`config.mk`:
```
export PLATFORM = sky130hd
export DESIGN_NAME = decodeStage
export DESIGN_NICKNAME = d
export VERILOG_FILES = /design/src/source/mipsDecodePkg.sv /design/src/source/decodeStage.sv /design/src/source/instrDecoder.sv /design/src/source/operandIssue.sv /design/src/source/regFile.sv
export VERILOG_INCLUDE_DIRS = /design/src /design/src/source
export SDC_FILE = /design/constraint.sdc
export NUM_CORES = 2
export LEC_CHECK = 0
export ABC_AREA = 0
export BUFFER_PORTS_ARGS = -buffer_cell sky130_fd_sc_hd__buf_2
export CORE_AREA = 3 3 366 368
export CTS_BUF_LIST = sky130_fd_sc_hd__clkbuf_8 sky130_fd_sc_hd__clkbuf_16
export CTS_CLUSTER_DIAMETER = 30
export CTS_CLUSTER_SIZE = 10
export DETAILED_ROUTE_END_ITERATION = 10
export DIE_AREA = 0 0 369 371
export PLACE_DENSITY_LB_ADDON = 0.1
export RECOVER_POWER = 50
export SYNTH_ARGS = -nofsm -noshare
export SYNTH_HDL_FRONTEND = slang
export SYNTH_SLANG_ARGS = --single-unit
```
`constraint.sdc`:
```
create_clock -name CLK -period 3.92 [get_ports CLK]
set_clock_uncertainty 0.1 [all_clocks]
set_input_delay 0.98 -clock CLK [delete_from_list [all_inputs] [get_ports CLK]]
set_output_delay 0.98 -clock CLK [all_outputs]
set_load 0.005 [all_outputs]
```
`src/source/mips_defines.svh`:
```
`ifndef MIPS_DEFINES_SVH
`define MIPS_DEFINES_SVH

// ********************
// Machine word
// ********************

// Register, PC and instruction width
`define DATA_WIDTH 32

// Architectural register file
`define REG_COUNT 32
`define REG_IDX_WIDTH 5

// Return address register for JAL
`define LINK_REG 31

// ********************
// Instruction fields
// ********************

// Common to all formats
`define OPCODE_RANGE 31:26
`define RS_RANGE 25:21
`define RT_RANGE 20:16

// R-type only
`define RD_RANGE 15:11
`define SHAMT_RANGE 10:6
`define FUNCT_RANGE 5:0

// I-type immediate
`define IMM_RANGE 15:0
`define IMM_WIDTH 16

// J-type target, joined with the upper PC region
`define TARGET_RANGE 25:0
`define PC_REGION_RANGE 31:28

`endif

```
`src/source/mipsDecodePkg.sv`:
```
package mipsDecodePkg;

    // ********************
    // Major opcodes
    // ********************

    // Only the supported subset, anything else decodes as a NOP
    typedef enum logic [5:0] {
        OP_SPECIAL = 6'h00,
        OP_J       = 6'h02,
        OP_JAL     = 6'h03,
        OP_BEQ     = 6'h04,
        OP_BNE     = 6'h05,
        OP_ADDIU   = 6'h09,
        OP_SLTI    = 6'h0a,
        OP_ANDI    = 6'h0c,
        OP_ORI     = 6'h0d,
        OP_XORI    = 6'h0e,
        OP_LUI     = 6'h0f,
        OP_LW      = 6'h23,
        OP_SW      = 6'h2b
    } opcode_t;

    // ********************
    // SPECIAL function codes
    // ********************

    typedef enum logic [5:0] {
        // Shifts by shamt
        F_SLL     = 6'h00,
        F_SRL     = 6'h02,
        F_SRA     = 6'h03,
        // Register jumps
        F_JR      = 6'h08,
        F_JALR    = 6'h09,
        F_SYSCALL = 6'h0c,
        // Register ALU ops
        F_ADDU    = 6'h21,
        F_SUBU    = 6'h23,
        F_AND     = 6'h24,
        F_OR      = 6'h25,
        F_XOR     = 6'h26,
        F_NOR     = 6'h27,
        F_SLT     = 6'h2a
    } funct_t;

    // ********************
    // ALU operations to execute
    // ********************

    typedef enum logic [3:0] {
        ALU_NOP = 4'd0,
        ALU_ADD = 4'd1,
        ALU_SUB = 4'd2,
        ALU_AND = 4'd3,
        ALU_OR  = 4'd4,
        ALU_XOR = 4'd5,
        ALU_NOR = 4'd6,
        ALU_SLT = 4'd7,
        ALU_SLL = 4'd8,
        ALU_SRL = 4'd9,
        ALU_SRA = 4'd10,
        // Immediate into upper half
        ALU_LUI = 4'd11
    } aluOp_t;

endpackage

```
`src/source/decodeStage.sv`:
```
`timescale 1ns/1ps
`include "mips_defines.svh"

module decodeStage (
    input  logic                      CLK,
    input  logic                      RESET,
    input  logic                      instrValid,
    input  logic [`DATA_WIDTH-1:0]    instr,
    input  logic [`DATA_WIDTH-1:0]    pc,
    input  logic                      writeEnable,
    input  logic [`REG_IDX_WIDTH-1:0] writeReg,
    input  logic [`DATA_WIDTH-1:0]    writeData,
    output logic                      outValid,
    output logic [`DATA_WIDTH-1:0]    instrOut,
    output logic [`DATA_WIDTH-1:0]    pcOut,
    output logic [`DATA_WIDTH-1:0]    operandA,
    output logic [`DATA_WIDTH-1:0]    operandB,
    output logic [`REG_IDX_WIDTH-1:0] writeRegOut,
    output logic                      regWriteOut,
    output logic                      memReadOut,
    output logic                      memWriteOut,
    output logic [`DATA_WIDTH-1:0]    memWriteData,
    output mipsDecodePkg::aluOp_t     aluOpOut,
    output logic [`REG_IDX_WIDTH-1:0] shiftAmount,
    output logic [`DATA_WIDTH-1:0]    altPc,
    output logic                      requestAltPc,
    output logic                      sys
);
    import mipsDecodePkg::*;

    // Decoder controls
    logic   link;
    logic   regDst;
    logic   jump;
    logic   jumpReg;
    logic   branch;
    logic   branchNotEqual;
    logic   memRead;
    logic   memWrite;
    logic   regWrite;
    logic   signExtend;
    logic   syscall;
    aluOp_t aluOp;

    // Source register values
    logic [`DATA_WIDTH-1:0] rsValue;
    logic [`DATA_WIDTH-1:0] rtValue;

    // ********************
    // Decode and read side by side
    // ********************

    instrDecoder decoder (
        .instr          (instr),
        .link           (link),
        .regDst         (regDst),
        .jump           (jump),
        .jumpReg        (jumpReg),
        .branch         (branch),
        .branchNotEqual (branchNotEqual),
        .memRead        (memRead),
        .memWrite       (memWrite),
        .regWrite       (regWrite),
        .signExtend     (signExtend),
        .syscall        (syscall),
        .aluOp          (aluOp)
    );

    // rs and rt are always read, unused values are ignored downstream
    regFile registers (
        .CLK         (CLK),
        .RESET       (RESET),
        .readRegA    (instr[`RS_RANGE]),
        .readRegB    (instr[`RT_RANGE]),
        .writeEnable (writeEnable),
        .writeReg    (writeReg),
        .writeData   (writeData),
        .readDataA   (rsValue),
        .readDataB   (rtValue)
    );

    // ********************
    // Issue to execute
    // ********************

    operandIssue issue (
        .CLK            (CLK),
        .RESET          (RESET),
        .instrValid     (instrValid),
        .instr          (instr),
        .pc             (pc),
        .link           (link),
        .regDst         (regDst),
        .jump           (jump),
        .jumpReg        (jumpReg),
        .branch         (branch),
        .branchNotEqual (branchNotEqual),
        .memRead        (memRead),
        .memWrite       (memWrite),
        .regWrite       (regWrite),
        .signExtend     (signExtend),
        .syscall        (syscall),
        .aluOp          (aluOp),
        .rsValue        (rsValue),
        .rtValue        (rtValue),
        .outValid       (outValid),
        .instrOut       (instrOut),
        .pcOut          (pcOut),
        .operandA       (operandA),
        .operandB       (operandB),
        .writeRegOut    (writeRegOut),
        .regWriteOut    (regWriteOut),
        .memReadOut     (memReadOut),
        .memWriteOut    (memWriteOut),
        .memWriteData   (memWriteData),
        .aluOpOut       (aluOpOut),
        .shiftAmount    (shiftAmount),
        .altPc          (altPc),
        .requestAltPc   (requestAltPc),
        .sys            (sys)
    );

endmodule

```
`src/source/instrDecoder.sv`:
```
`timescale 1ns/1ps
`include "mips_defines.svh"

module instrDecoder (
    input  logic [`DATA_WIDTH-1:0] instr,
    output logic                   link,
    output logic                   regDst,
    output logic                   jump,
    output logic                   jumpReg,
    output logic                   branch,
    output logic                   branchNotEqual,
    output logic                   memRead,
    output logic                   memWrite,
    output logic                   regWrite,
    output logic                   signExtend,
    output logic                   syscall,
    output mipsDecodePkg::aluOp_t  aluOp
);
    import mipsDecodePkg::*;

    opcode_t opcode;
    funct_t  funct;

    // Raw fields viewed as enums, unknown values fall to default
    assign opcode = opcode_t'(instr[`OPCODE_RANGE]);
    assign funct  = funct_t'(instr[`FUNCT_RANGE]);

    always_comb begin
        // Everything low unless a known encoding says otherwise
        link           = 1'b0;
        regDst         = 1'b0;
        jump           = 1'b0;
        jumpReg        = 1'b0;
        branch         = 1'b0;
        branchNotEqual = 1'b0;
        memRead        = 1'b0;
        memWrite       = 1'b0;
        regWrite       = 1'b0;
        signExtend     = 1'b0;
        syscall        = 1'b0;
        aluOp          = ALU_NOP;

        case (opcode)
            OP_SPECIAL: begin
                case (funct)
                    F_SLL:  aluOp = ALU_SLL;
                    F_SRL:  aluOp = ALU_SRL;
                    F_SRA:  aluOp = ALU_SRA;
                    F_ADDU: aluOp = ALU_ADD;
                    F_SUBU: aluOp = ALU_SUB;
                    F_AND:  aluOp = ALU_AND;
                    F_OR:   aluOp = ALU_OR;
                    F_XOR:  aluOp = ALU_XOR;
                    F_NOR:  aluOp = ALU_NOR;
                    F_SLT:  aluOp = ALU_SLT;
                    F_JR: begin
                        jump    = 1'b1;
                        jumpReg = 1'b1;
                    end
                    // Return address goes through the ALU as 0 + (pc + 8)
                    F_JALR: begin
                        jump    = 1'b1;
                        jumpReg = 1'b1;
                        link    = 1'b1;
                        aluOp   = ALU_ADD;
                    end
                    F_SYSCALL: syscall = 1'b1;
                    default: ;
                endcase
                // Any known funct selects rd
                regDst   = (aluOp != ALU_NOP) || jump || syscall;
                // JR and SYSCALL leave the register file alone
                regWrite = (aluOp != ALU_NOP);
            end
            OP_J: jump = 1'b1;
            OP_JAL: begin
                jump     = 1'b1;
                link     = 1'b1;
                regWrite = 1'b1;
                aluOp    = ALU_ADD;
            end
            // Branch compare happens in decode, SUB is informational
            OP_BEQ: begin
                branch     = 1'b1;
                signExtend = 1'b1;
                aluOp      = ALU_SUB;
            end
            OP_BNE: begin
                branch         = 1'b1;
                branchNotEqual = 1'b1;
                signExtend     = 1'b1;
                aluOp          = ALU_SUB;
            end
            OP_ADDIU: begin
                signExtend = 1'b1;
                regWrite   = 1'b1;
                aluOp      = ALU_ADD;
            end
            OP_SLTI: begin
                signExtend = 1'b1;
                regWrite   = 1'b1;
                aluOp      = ALU_SLT;
            end
            // Logical immediates are zero extended
            OP_ANDI: begin
                regWrite = 1'b1;
                aluOp    = ALU_AND;
            end
            OP_ORI: begin
                regWrite = 1'b1;
                aluOp    = ALU_OR;
            end
            OP_XORI: begin
                regWrite = 1'b1;
                aluOp    = ALU_XOR;
            end
            OP_LUI: begin
                regWrite = 1'b1;
                aluOp    = ALU_LUI;
            end
            // Address = rs + signed offset
            OP_LW: begin
                memRead    = 1'b1;
                regWrite   = 1'b1;
                signExtend = 1'b1;
                aluOp      = ALU_ADD;
            end
            OP_SW: begin
                memWrite   = 1'b1;
                signExtend = 1'b1;
                aluOp      = ALU_ADD;
            end
            default: ;
        endcase
    end

endmodule

```
`src/source/operandIssue.sv`:
```
`timescale 1ns/1ps
`include "mips_defines.svh"

module operandIssue (
    input  logic                      CLK,
    input  logic                      RESET,
    input  logic                      instrValid,
    input  logic [`DATA_WIDTH-1:0]    instr,
    input  logic [`DATA_WIDTH-1:0]    pc,
    input  logic                      link,
    input  logic                      regDst,
    input  logic                      jump,
    input  logic                      jumpReg,
    input  logic                      branch,
    input  logic                      branchNotEqual,
    input  logic                      memRead,
    input  logic                      memWrite,
    input  logic                      regWrite,
    input  logic                      signExtend,
    input  logic                      syscall,
    input  mipsDecodePkg::aluOp_t     aluOp,
    input  logic [`DATA_WIDTH-1:0]    rsValue,
    input  logic [`DATA_WIDTH-1:0]    rtValue,
    output logic                      outValid,
    output logic [`DATA_WIDTH-1:0]    instrOut,
    output logic [`DATA_WIDTH-1:0]    pcOut,
    output logic [`DATA_WIDTH-1:0]    operandA,
    output logic [`DATA_WIDTH-1:0]    operandB,
    output logic [`REG_IDX_WIDTH-1:0] writeRegOut,
    output logic                      regWriteOut,
    output logic                      memReadOut,
    output logic                      memWriteOut,
    output logic [`DATA_WIDTH-1:0]    memWriteData,
    output mipsDecodePkg::aluOp_t     aluOpOut,
    output logic [`REG_IDX_WIDTH-1:0] shiftAmount,
    output logic [`DATA_WIDTH-1:0]    altPc,
    output logic                      requestAltPc,
    output logic                      sys
);
    import mipsDecodePkg::*;

    localparam logic [`REG_IDX_WIDTH-1:0] linkReg = `LINK_REG;

    logic [`DATA_WIDTH-1:0]    pcPlus4;
    logic [`DATA_WIDTH-1:0]    pcPlus8;
    logic [`IMM_WIDTH-1:0]     imm;
    logic [`DATA_WIDTH-1:0]    signImm;
    logic [`DATA_WIDTH-1:0]    extImm;
    logic [`DATA_WIDTH-1:0]    opA;
    logic [`DATA_WIDTH-1:0]    opB;
    logic [`REG_IDX_WIDTH-1:0] destReg;
    logic [`DATA_WIDTH-1:0]    targetPc;
    logic                      takeAlt;

    // ********************
    // Operands
    // ********************

    assign pcPlus4 = pc + 4;
    // Return address skips the delay slot
    assign pcPlus8 = pc + 8;
    assign imm     = instr[`IMM_RANGE];
    assign signImm = {{(`DATA_WIDTH - `IMM_WIDTH){imm[`IMM_WIDTH-1]}}, imm};
    assign extImm  = signExtend ? signImm : {{(`DATA_WIDTH - `IMM_WIDTH){1'b0}}, imm};

    // Link forms compute 0 + return address
    assign opA = link ? '0 : rsValue;
    assign opB = link ? pcPlus8 : ((branch || regDst) ? rtValue : extImm);

    // rd for R-type, r31 for JAL, rt otherwise
    assign destReg = regDst ? instr[`RD_RANGE] : (link ? linkReg : instr[`RT_RANGE]);

    // ********************
    // Branch and jump
    // ********************

    always_comb begin
        if (jumpReg) begin
            targetPc = rsValue;
        end else if (jump) begin
            // Stays inside the current 256 MB region
            targetPc = {pcPlus4[`PC_REGION_RANGE], instr[`TARGET_RANGE], 2'b00};
        end else if (branch) begin
            targetPc = pcPlus4 + {signImm[`DATA_WIDTH-3:0], 2'b00};
        end else begin
            targetPc = '0;
        end
    end

    // Taken when unconditional, or when the compare matches the sense
    assign takeAlt = jump || (branch && ((rsValue == rtValue) != branchNotEqual));

    // ********************
    // Output register
    // ********************

    always_ff @(posedge CLK or negedge RESET) begin
        if (!RESET) begin
            outValid     <= 1'b0;
            instrOut     <= '0;
            pcOut        <= '0;
            operandA     <= '0;
            operandB     <= '0;
            writeRegOut  <= '0;
            regWriteOut  <= 1'b0;
            memReadOut   <= 1'b0;
            memWriteOut  <= 1'b0;
            memWriteData <= '0;
            aluOpOut     <= ALU_NOP;
            shiftAmount  <= '0;
            altPc        <= '0;
            requestAltPc <= 1'b0;
            sys          <= 1'b0;
        end else if (instrValid) begin
            outValid     <= 1'b1;
            instrOut     <= instr;
            pcOut        <= pc;
            operandA     <= opA;
            operandB     <= opB;
            writeRegOut  <= destReg;
            // Writes to r0 are dropped here
            regWriteOut  <= regWrite && (destReg != '0);
            memReadOut   <= memRead;
            memWriteOut  <= memWrite;
            memWriteData <= rtValue;
            aluOpOut     <= aluOp;
            shiftAmount  <= instr[`SHAMT_RANGE];
            altPc        <= targetPc;
            requestAltPc <= takeAlt;
            sys          <= syscall;
        end else begin
            // Bubble, execute sees all zeros
            outValid     <= 1'b0;
            instrOut     <= '0;
            pcOut        <= '0;
            operandA     <= '0;
            operandB     <= '0;
            writeRegOut  <= '0;
            regWriteOut  <= 1'b0;
            memReadOut   <= 1'b0;
            memWriteOut  <= 1'b0;
            memWriteData <= '0;
            aluOpOut     <= ALU_NOP;
            shiftAmount  <= '0;
            altPc        <= '0;
            requestAltPc <= 1'b0;
            sys          <= 1'b0;
        end
    end

endmodule

```
`src/source/regFile.sv`:
```
`timescale 1ns/1ps
`include "mips_defines.svh"

module regFile (
    input  logic                      CLK,
    input  logic                      RESET,
    input  logic [`REG_IDX_WIDTH-1:0] readRegA,
    input  logic [`REG_IDX_WIDTH-1:0] readRegB,
    input  logic                      writeEnable,
    input  logic [`REG_IDX_WIDTH-1:0] writeReg,
    input  logic [`DATA_WIDTH-1:0]    writeData,
    output logic [`DATA_WIDTH-1:0]    readDataA,
    output logic [`DATA_WIDTH-1:0]    readDataB
);

    // ********************
    // Storage
    // ********************

    logic [`DATA_WIDTH-1:0] regs [`REG_COUNT];

    // Writes land on the edge, so a same-cycle read sees the old value
    always_ff @(posedge CLK or negedge RESET) begin
        if (!RESET) begin
            for (int i = 0; i < `REG_COUNT; i++) begin
                regs[i] <= '0;
            end
        end else if (writeEnable && (writeReg != '0)) begin
            // Register 0 is never written
            regs[writeReg] <= writeData;
        end
    end

    // ********************
    // Read ports
    // ********************

    // Port A, normally rs
    always_comb begin
        if (readRegA == '0) begin
            readDataA = '0;
        end else begin
            readDataA = regs[readRegA];
        end
    end

    // Port B, normally rt
    always_comb begin
        if (readRegB == '0) begin
            readDataB = '0;
        end else begin
            readDataB = regs[readRegB];
        end
    end

endmodule

```
---- After elaboration in Yosys (flattened, before gate mapping) ----
Index checks and enable logic that the tools add are counted.
storage, ports and cells
  register bits after elaboration ......... 1,236
cells by class
  bitwise gates (word level) .............. 3
  multiplexer cells ....................... 54
  eq/ne operators ......................... 26
  $add $sub $neg .......................... 3
  reduce and logical (&&, ||, !) cells .... 22
  magnitude comparators ................... 4
operator list
  cell                     number
  $bwmux W1024             1
  $mux W32                 20
  $bmux W32 S5             2
  $demux W32 S5            1
  $eq A6 B4 Y1 const B     9
  $eq A6 B6 Y1 const B     9
  $pmux W4 S10             1
  $add A32 B3 Y32 const B  1
  $add A32 B32 Y32         1
  $add A32 B4 Y32 const B  1
  $eq A32 B32 Y1           1
  $pmux W4 S8              1
  $eq A6 B2 Y1 const B     4
  $mux W5                  4
  $mux W1                  19
  $ge A6 B6 Y1 const B     3
  $not A5 Y6               3
  $eq A6 B3 Y1 const B     2
  $logic_not A6 Y1         2
  $logic_not A5 Y1         2
  $reduce_bool A5 Y1       2
  $mux W4                  2
  $reduce_or A2 Y1         4
  $reduce_or A8 Y1         1
  8 further kinds          16

---- Logic depth before layout (Yosys ltp) ----
  depth after elaboration ................. 12
  depth in mapped cells ................... 19

---- Hierarchy ----
Synthesis repeated with hierarchy kept, for this count alone.
second synthesis, totals
  cell total of the unflattened synthesis .. 4,785
  area total of the unflattened synthesis .. 65,502.8 µm²
modules (own cells, without submodules)
  module        sequential area each (µm²)  times used  area each (µm²)  cells an instance
  regFile       25,624.6                    1           54,357.1         3,621
  operandIssue  5,180.0                     1           10,618.9         1,081
  instrDecoder  0.0                         1           526.8            83

---- Worst setup path before layout ----
OpenSTA, ideal clock, no wires.
  kind .................................... input-to-reg
  start ................................... in pc[3]
  end ..................................... reg issue.altPc[30]
  stages .................................. 17
  arrival time ............................ 4.362 ns
  buffers on the path ..................... 0
  path slack .............................. -0.681 ns
  cell sequence ........................... ha_1 nand3_1 nor4_1 and3_1 and3_1 nand4_1 xnor2_1 ha_1 a21o_1 a21o_1 a21oi_1 o21ai_0 o21ba_2 o31ai_1 xor2_1 a221oi_1 a211oi_1
between the ends
  cells in the longest elaborated chain, start to end .. 6
RTL lines
  what                    RTL line             text
  start: declaration      decodeStage.sv:9     input logic [`DATA_WIDTH-1:0] pc,
  $add A32 B3 Y32 (*)     operandIssue.sv:59   assign pcPlus4 = pc + 4;
  $add A32 B32 Y32        operandIssue.sv:84   targetPc = pcPlus4 + {signImm[`DATA_WIDTH-3:0], 2'b00};
  $mux W32                operandIssue.sv:83   end else if (branch) begin
  $mux W32 (*)            operandIssue.sv:80   end else if (jump) begin
  $mux W32 (*)            operandIssue.sv:78   if (jumpReg) begin
  $mux W32 (*)            operandIssue.sv:114  end else if (instrValid) begin
  end signal: assignment  operandIssue.sv:128  altPc <= targetPc;
  end: declaration        operandIssue.sv:36   output logic [`DATA_WIDTH-1:0] altPc,
Every way passes the cells marked *; elsewhere a longest branch is shown, timed or not.
A chain may end at the register's enable or synchronous reset.

---- Final worst setup path ----
  start ................................... in instr[23]
  end ..................................... reg issue.requestAltPc
between the ends
  cells in the longest elaborated chain, start to end .. 10
  elaborated cells between the ends (all ways) .. 11
RTL lines
  what                                          RTL line             text
  start: declaration                            decodeStage.sv:8     input logic [`DATA_WIDTH-1:0] instr,
  $not A5 Y6 (implied by the code)              regFile.sv:43        readDataA = regs[readRegA];
  $bmux W32 S5                                  regFile.sv:43
  $mux W32 (implied by the code) (2 in series)  regFile.sv:43
  $mux W32 (*)                                  regFile.sv:40        if (readRegA == '0) begin
  $eq A32 B32 Y1 (*)                            operandIssue.sv:91   assign takeAlt = jump || (branch && ((rsValue == rtValue) != branchNotEqual));
  $ne A1 B1 Y1 (*)                              operandIssue.sv:91
  $logic_and A1 B1 Y1 (*)                       operandIssue.sv:91
  $logic_or A1 B1 Y1 (*)                        operandIssue.sv:91
  $mux W1 (*)                                   operandIssue.sv:114
  end signal: assignment                        operandIssue.sv:129  requestAltPc <= takeAlt;
  end: declaration                              operandIssue.sv:37   output logic requestAltPc,
Every way passes the cells marked *; elsewhere a longest branch is shown, timed or not. The select of a mux whose other input is x is not followed.

==> impl_metrics.env <==
export IMPL_wl_um=243000
export IMPL_clock_root_buffer="clkbuf_16"
export IMPL_place_hpwl_um=163000
export IMPL_antenna_found_initial=16
export IMPL_cts_sinks=1230
export IMPL_min_from="pc[31]"
export IMPL_worstSkewPairLatency_ns=0.93
export IMPL_drtAntennaViolNets=0
export IMPL_ys_ff_latch=1230
export IMPL_post_drt_wl_per_cell_um=31.9
export IMPL_cts_tree="yes"
export IMPL_cts_made_buffers=308
export IMPL_die_w_um=369
export IMPL_crit_path_max_fanout=15
export IMPL_maxCapViolations=10
export IMPL_dpl_cell_count=7045
export IMPL_max_freq_mhz=256
export IMPL_finalNonFillerCells=7595
export IMPL_end_kind="register"
export IMPL_yosys_top_cells_area="dfrtp_1, mux2_2, mux4_2, mux2i_1, clkbuf_1"
export IMPL_min_path_cells=2
export IMPL_r2r_slack_ns=0.30
export IMPL_status="complete, but fails checks"
export IMPL_place_ws_ns=-0.911
export IMPL_tightest_slew_ns=2.44
export IMPL_relSlewSlack_pct=-62.5
export IMPL_htreeDepth=5
export IMPL_yosysWarningCount=0
export IMPL_yosysTopAreaCellShare_pct=47.2
export IMPL_dpl_instance_area_mm2=0.0736
export IMPL_reg2reg_from="registers.regs[667]"
export IMPL_synth_edff_count=0
export IMPL_avgSynthCellArea_um2=13.8
export IMPL_synth_top_flop_cell="dfrtp_1"
export IMPL_die_area_mm2=0.137
export IMPL_fin_crit_ns=3.90
export IMPL_clk_path_buf_depth=4
export IMPL_die_height_um=371
export IMPL_syn_to_final_growth_pct=29.0
export IMPL_hold_viol=0
export IMPL_track_usage_pct=35.2
export IMPL_firstDrtPassIters=9
export IMPL_ys_top_cells_by_count="dfrtp_1, mux2_2, mux4_2"
export IMPL_synth_area_mm2=0.0652
export IMPL_numPortBuffers=316
export IMPL_whs_ns=0.273
export IMPL_fin_nets=5748
export IMPL_reg2reg_depth=11
export IMPL_hold_class="primary input to register"
export IMPL_grt_pass1_wl_um=348000
export IMPL_grt_max_degree=133
export IMPL_critPathLaunchType="primary input"
export IMPL_ys_types=76
export IMPL_core_area_mm2=0.131
export IMPL_yosysSeqAreaShare_pct=47.2
export IMPL_grt_overflow=0
export IMPL_power_per_cell_area_mw_per_mm2=603
export IMPL_vias=48300
export IMPL_place_congestion=0.953
export IMPL_cp_data_arrival_time_ns=4.59
export IMPL_final_core_util_pct=64.1
export IMPL_ios=317
export IMPL_yosysMostFrequentCell="dfrtp_1"
export IMPL_clkSlewWorstSetupHoldPaths_ns=0.04
export IMPL_drt_iter0_drc=5217
export IMPL_syn_nets=4860
export IMPL_final_area_mm2=0.0841
export IMPL_syn_inst=4719
export IMPL_drive_gt1_share_pct=52.6
export IMPL_finalCritPeriodShare_pct=99.6
export IMPL_drc=0
export IMPL_num_rows=133
export IMPL_min_to="issue.pcOut[31]"
export IMPL_setup_tns_final_ns=0
export IMPL_yosys_area_top_type="dfrtp_1"
export IMPL_r2r_end="issue.requestAltPc"
export IMPL_via_per_inst=6.35
export IMPL_peakVddDrop_mv=0.483
export IMPL_power_mw=50.7
export IMPL_drv_slew=248
export IMPL_synthArstFlopShare_pct=100
export IMPL_violations="max-capacitance violations, max-slew violations"
export IMPL_crit_required_ns=4.60
export IMPL_grt_pass1_vias=49200
export IMPL_leakage_nw=38.4
export IMPL_critPathKind="primary input to register"
export IMPL_layout_setup_ws_ns=0.0155
export IMPL_setup_viol=0
export IMPL_start_util_pct=49.7
metal layers:
| metal | share of wire [%] | GRT usage [%] | routed length [um] |
|---|---|---|---|
| met5 | 0.016 | 0 | 39 |
| met3 | 9.7 | 8.87 | 23600 |
| met2 | 46 | 55.0 | 112000 |
| met1 | 39 | 46.8 | 95400 |
| met4 | 4.6 | 15.8 | 11100 |
what timing repair did:
action / CTS / global route
cloned: 0 / 4
gates resized for setup: 1 / 25
pin swaps: 0 / 5
hold endpoints to repair: 36 / 0
hold buffers: 1 / 0
setup endpoints to repair: 1 / 1
setup buffers: 0 / 2
power breakdown:
part	switching, mW	leakage, nW	internal [mW]
clock network	7.76	5.25	17.9
logic	3.80	17.3	4.79
registers	1.58	15.9	14.9
placed cells by master, fill, tap and decap left out, types with 25 or more instances in the layout:
master,count
a221oi_1,36
nor3_1,42
xor2_1,51
buf_12,85
buf_2,307
clkbuf_16,319
nand2_1,121
a21o_1,25
buf_4,597
ha_1,34
a21oi_1,98
mux2_2,1010
a211oi_1,34
a22oi_1,48
clkbuf_1,40
clkbuf_8,40
nand3_1,41
clkinvlp_4,28
mux2i_1,215
inv_1,55
nor2_1,227
clkinv_2,38
o22ai_1,51
mux4_2,459
bufinv_16,41
xnor2_1,58
dfrtp_1,1230
and2_0,37
and2_1,40
o21ai_0,71
logic make-up after synthesis:
group / synth area share [%]
multiplexers: 36.9
flip-flops: 47.2
AO/OA/AOI/OAI: 4.95
AND/OR/NAND/NOR: 4.89
buffers and inverters: 3.86
adder cells (fa/ha/maj): 0.703
XOR/XNOR: 1.50
critical path, cell delays in order:
cell and delay (ns):
buf_2 0.52, buf_4 0.33, mux4_2 0.31, mux2i_1 0.24, o22ai_1 0.12, o21ai_0 0.15
buf_4 0.19, xor2_2 0.18, nor4_1 0.31, buf_4 0.15, nand4_1 0.27, nor4_2 0.36
mux2_2 0.36, o211ai_1 0.10
how the worst max path moves through the flow:
stage | depth (start not counted) | slack [ns] | startpoint | to
floorplan | 17 | -0.13 | pc[12] | issue.altPc[30]
global placement | 15 | -0.95 | instr[21] | issue.requestAltPc
finish | 14 | 0.02 | instr[23] | issue.requestAltPc
CTS | 12 | 0.03 | instr[16] | issue.requestAltPc
detailed placement | 12 | -0.91 | instr[16] | issue.requestAltPc
global route | 13 | -0.002 | instr[17] | issue.requestAltPc
final cells by class:
| type | instances | area (um2) |
|---|---|---|
| tap | 1755 | 2200 |
| clock buffer | 355 | 8430 |
| inverter | 23 | 92.6 |
| clock inverter | 177 | 2080 |
| timing repair buffer | 1057 | 8270 |
| sequential | 1230 | 30800 |
| multi-input combinational | 2987 | 32200 |
| antenna | 11 | 27.5 |
| fill | 9929 | 47000 |
flip-flops by register name (all words and copies together) (netlist names), 4 cells and up:
register	cells
issue.instrOut	32
issue.operandA	32
issue.pcOut	32
issue.memWriteData	32
issue.writeRegOut	5
issue.operandB	32
issue.altPc	32
registers.regs	1023
issue.aluOpOut	4
Note: power is estimated with default switching activity, not from simulation.
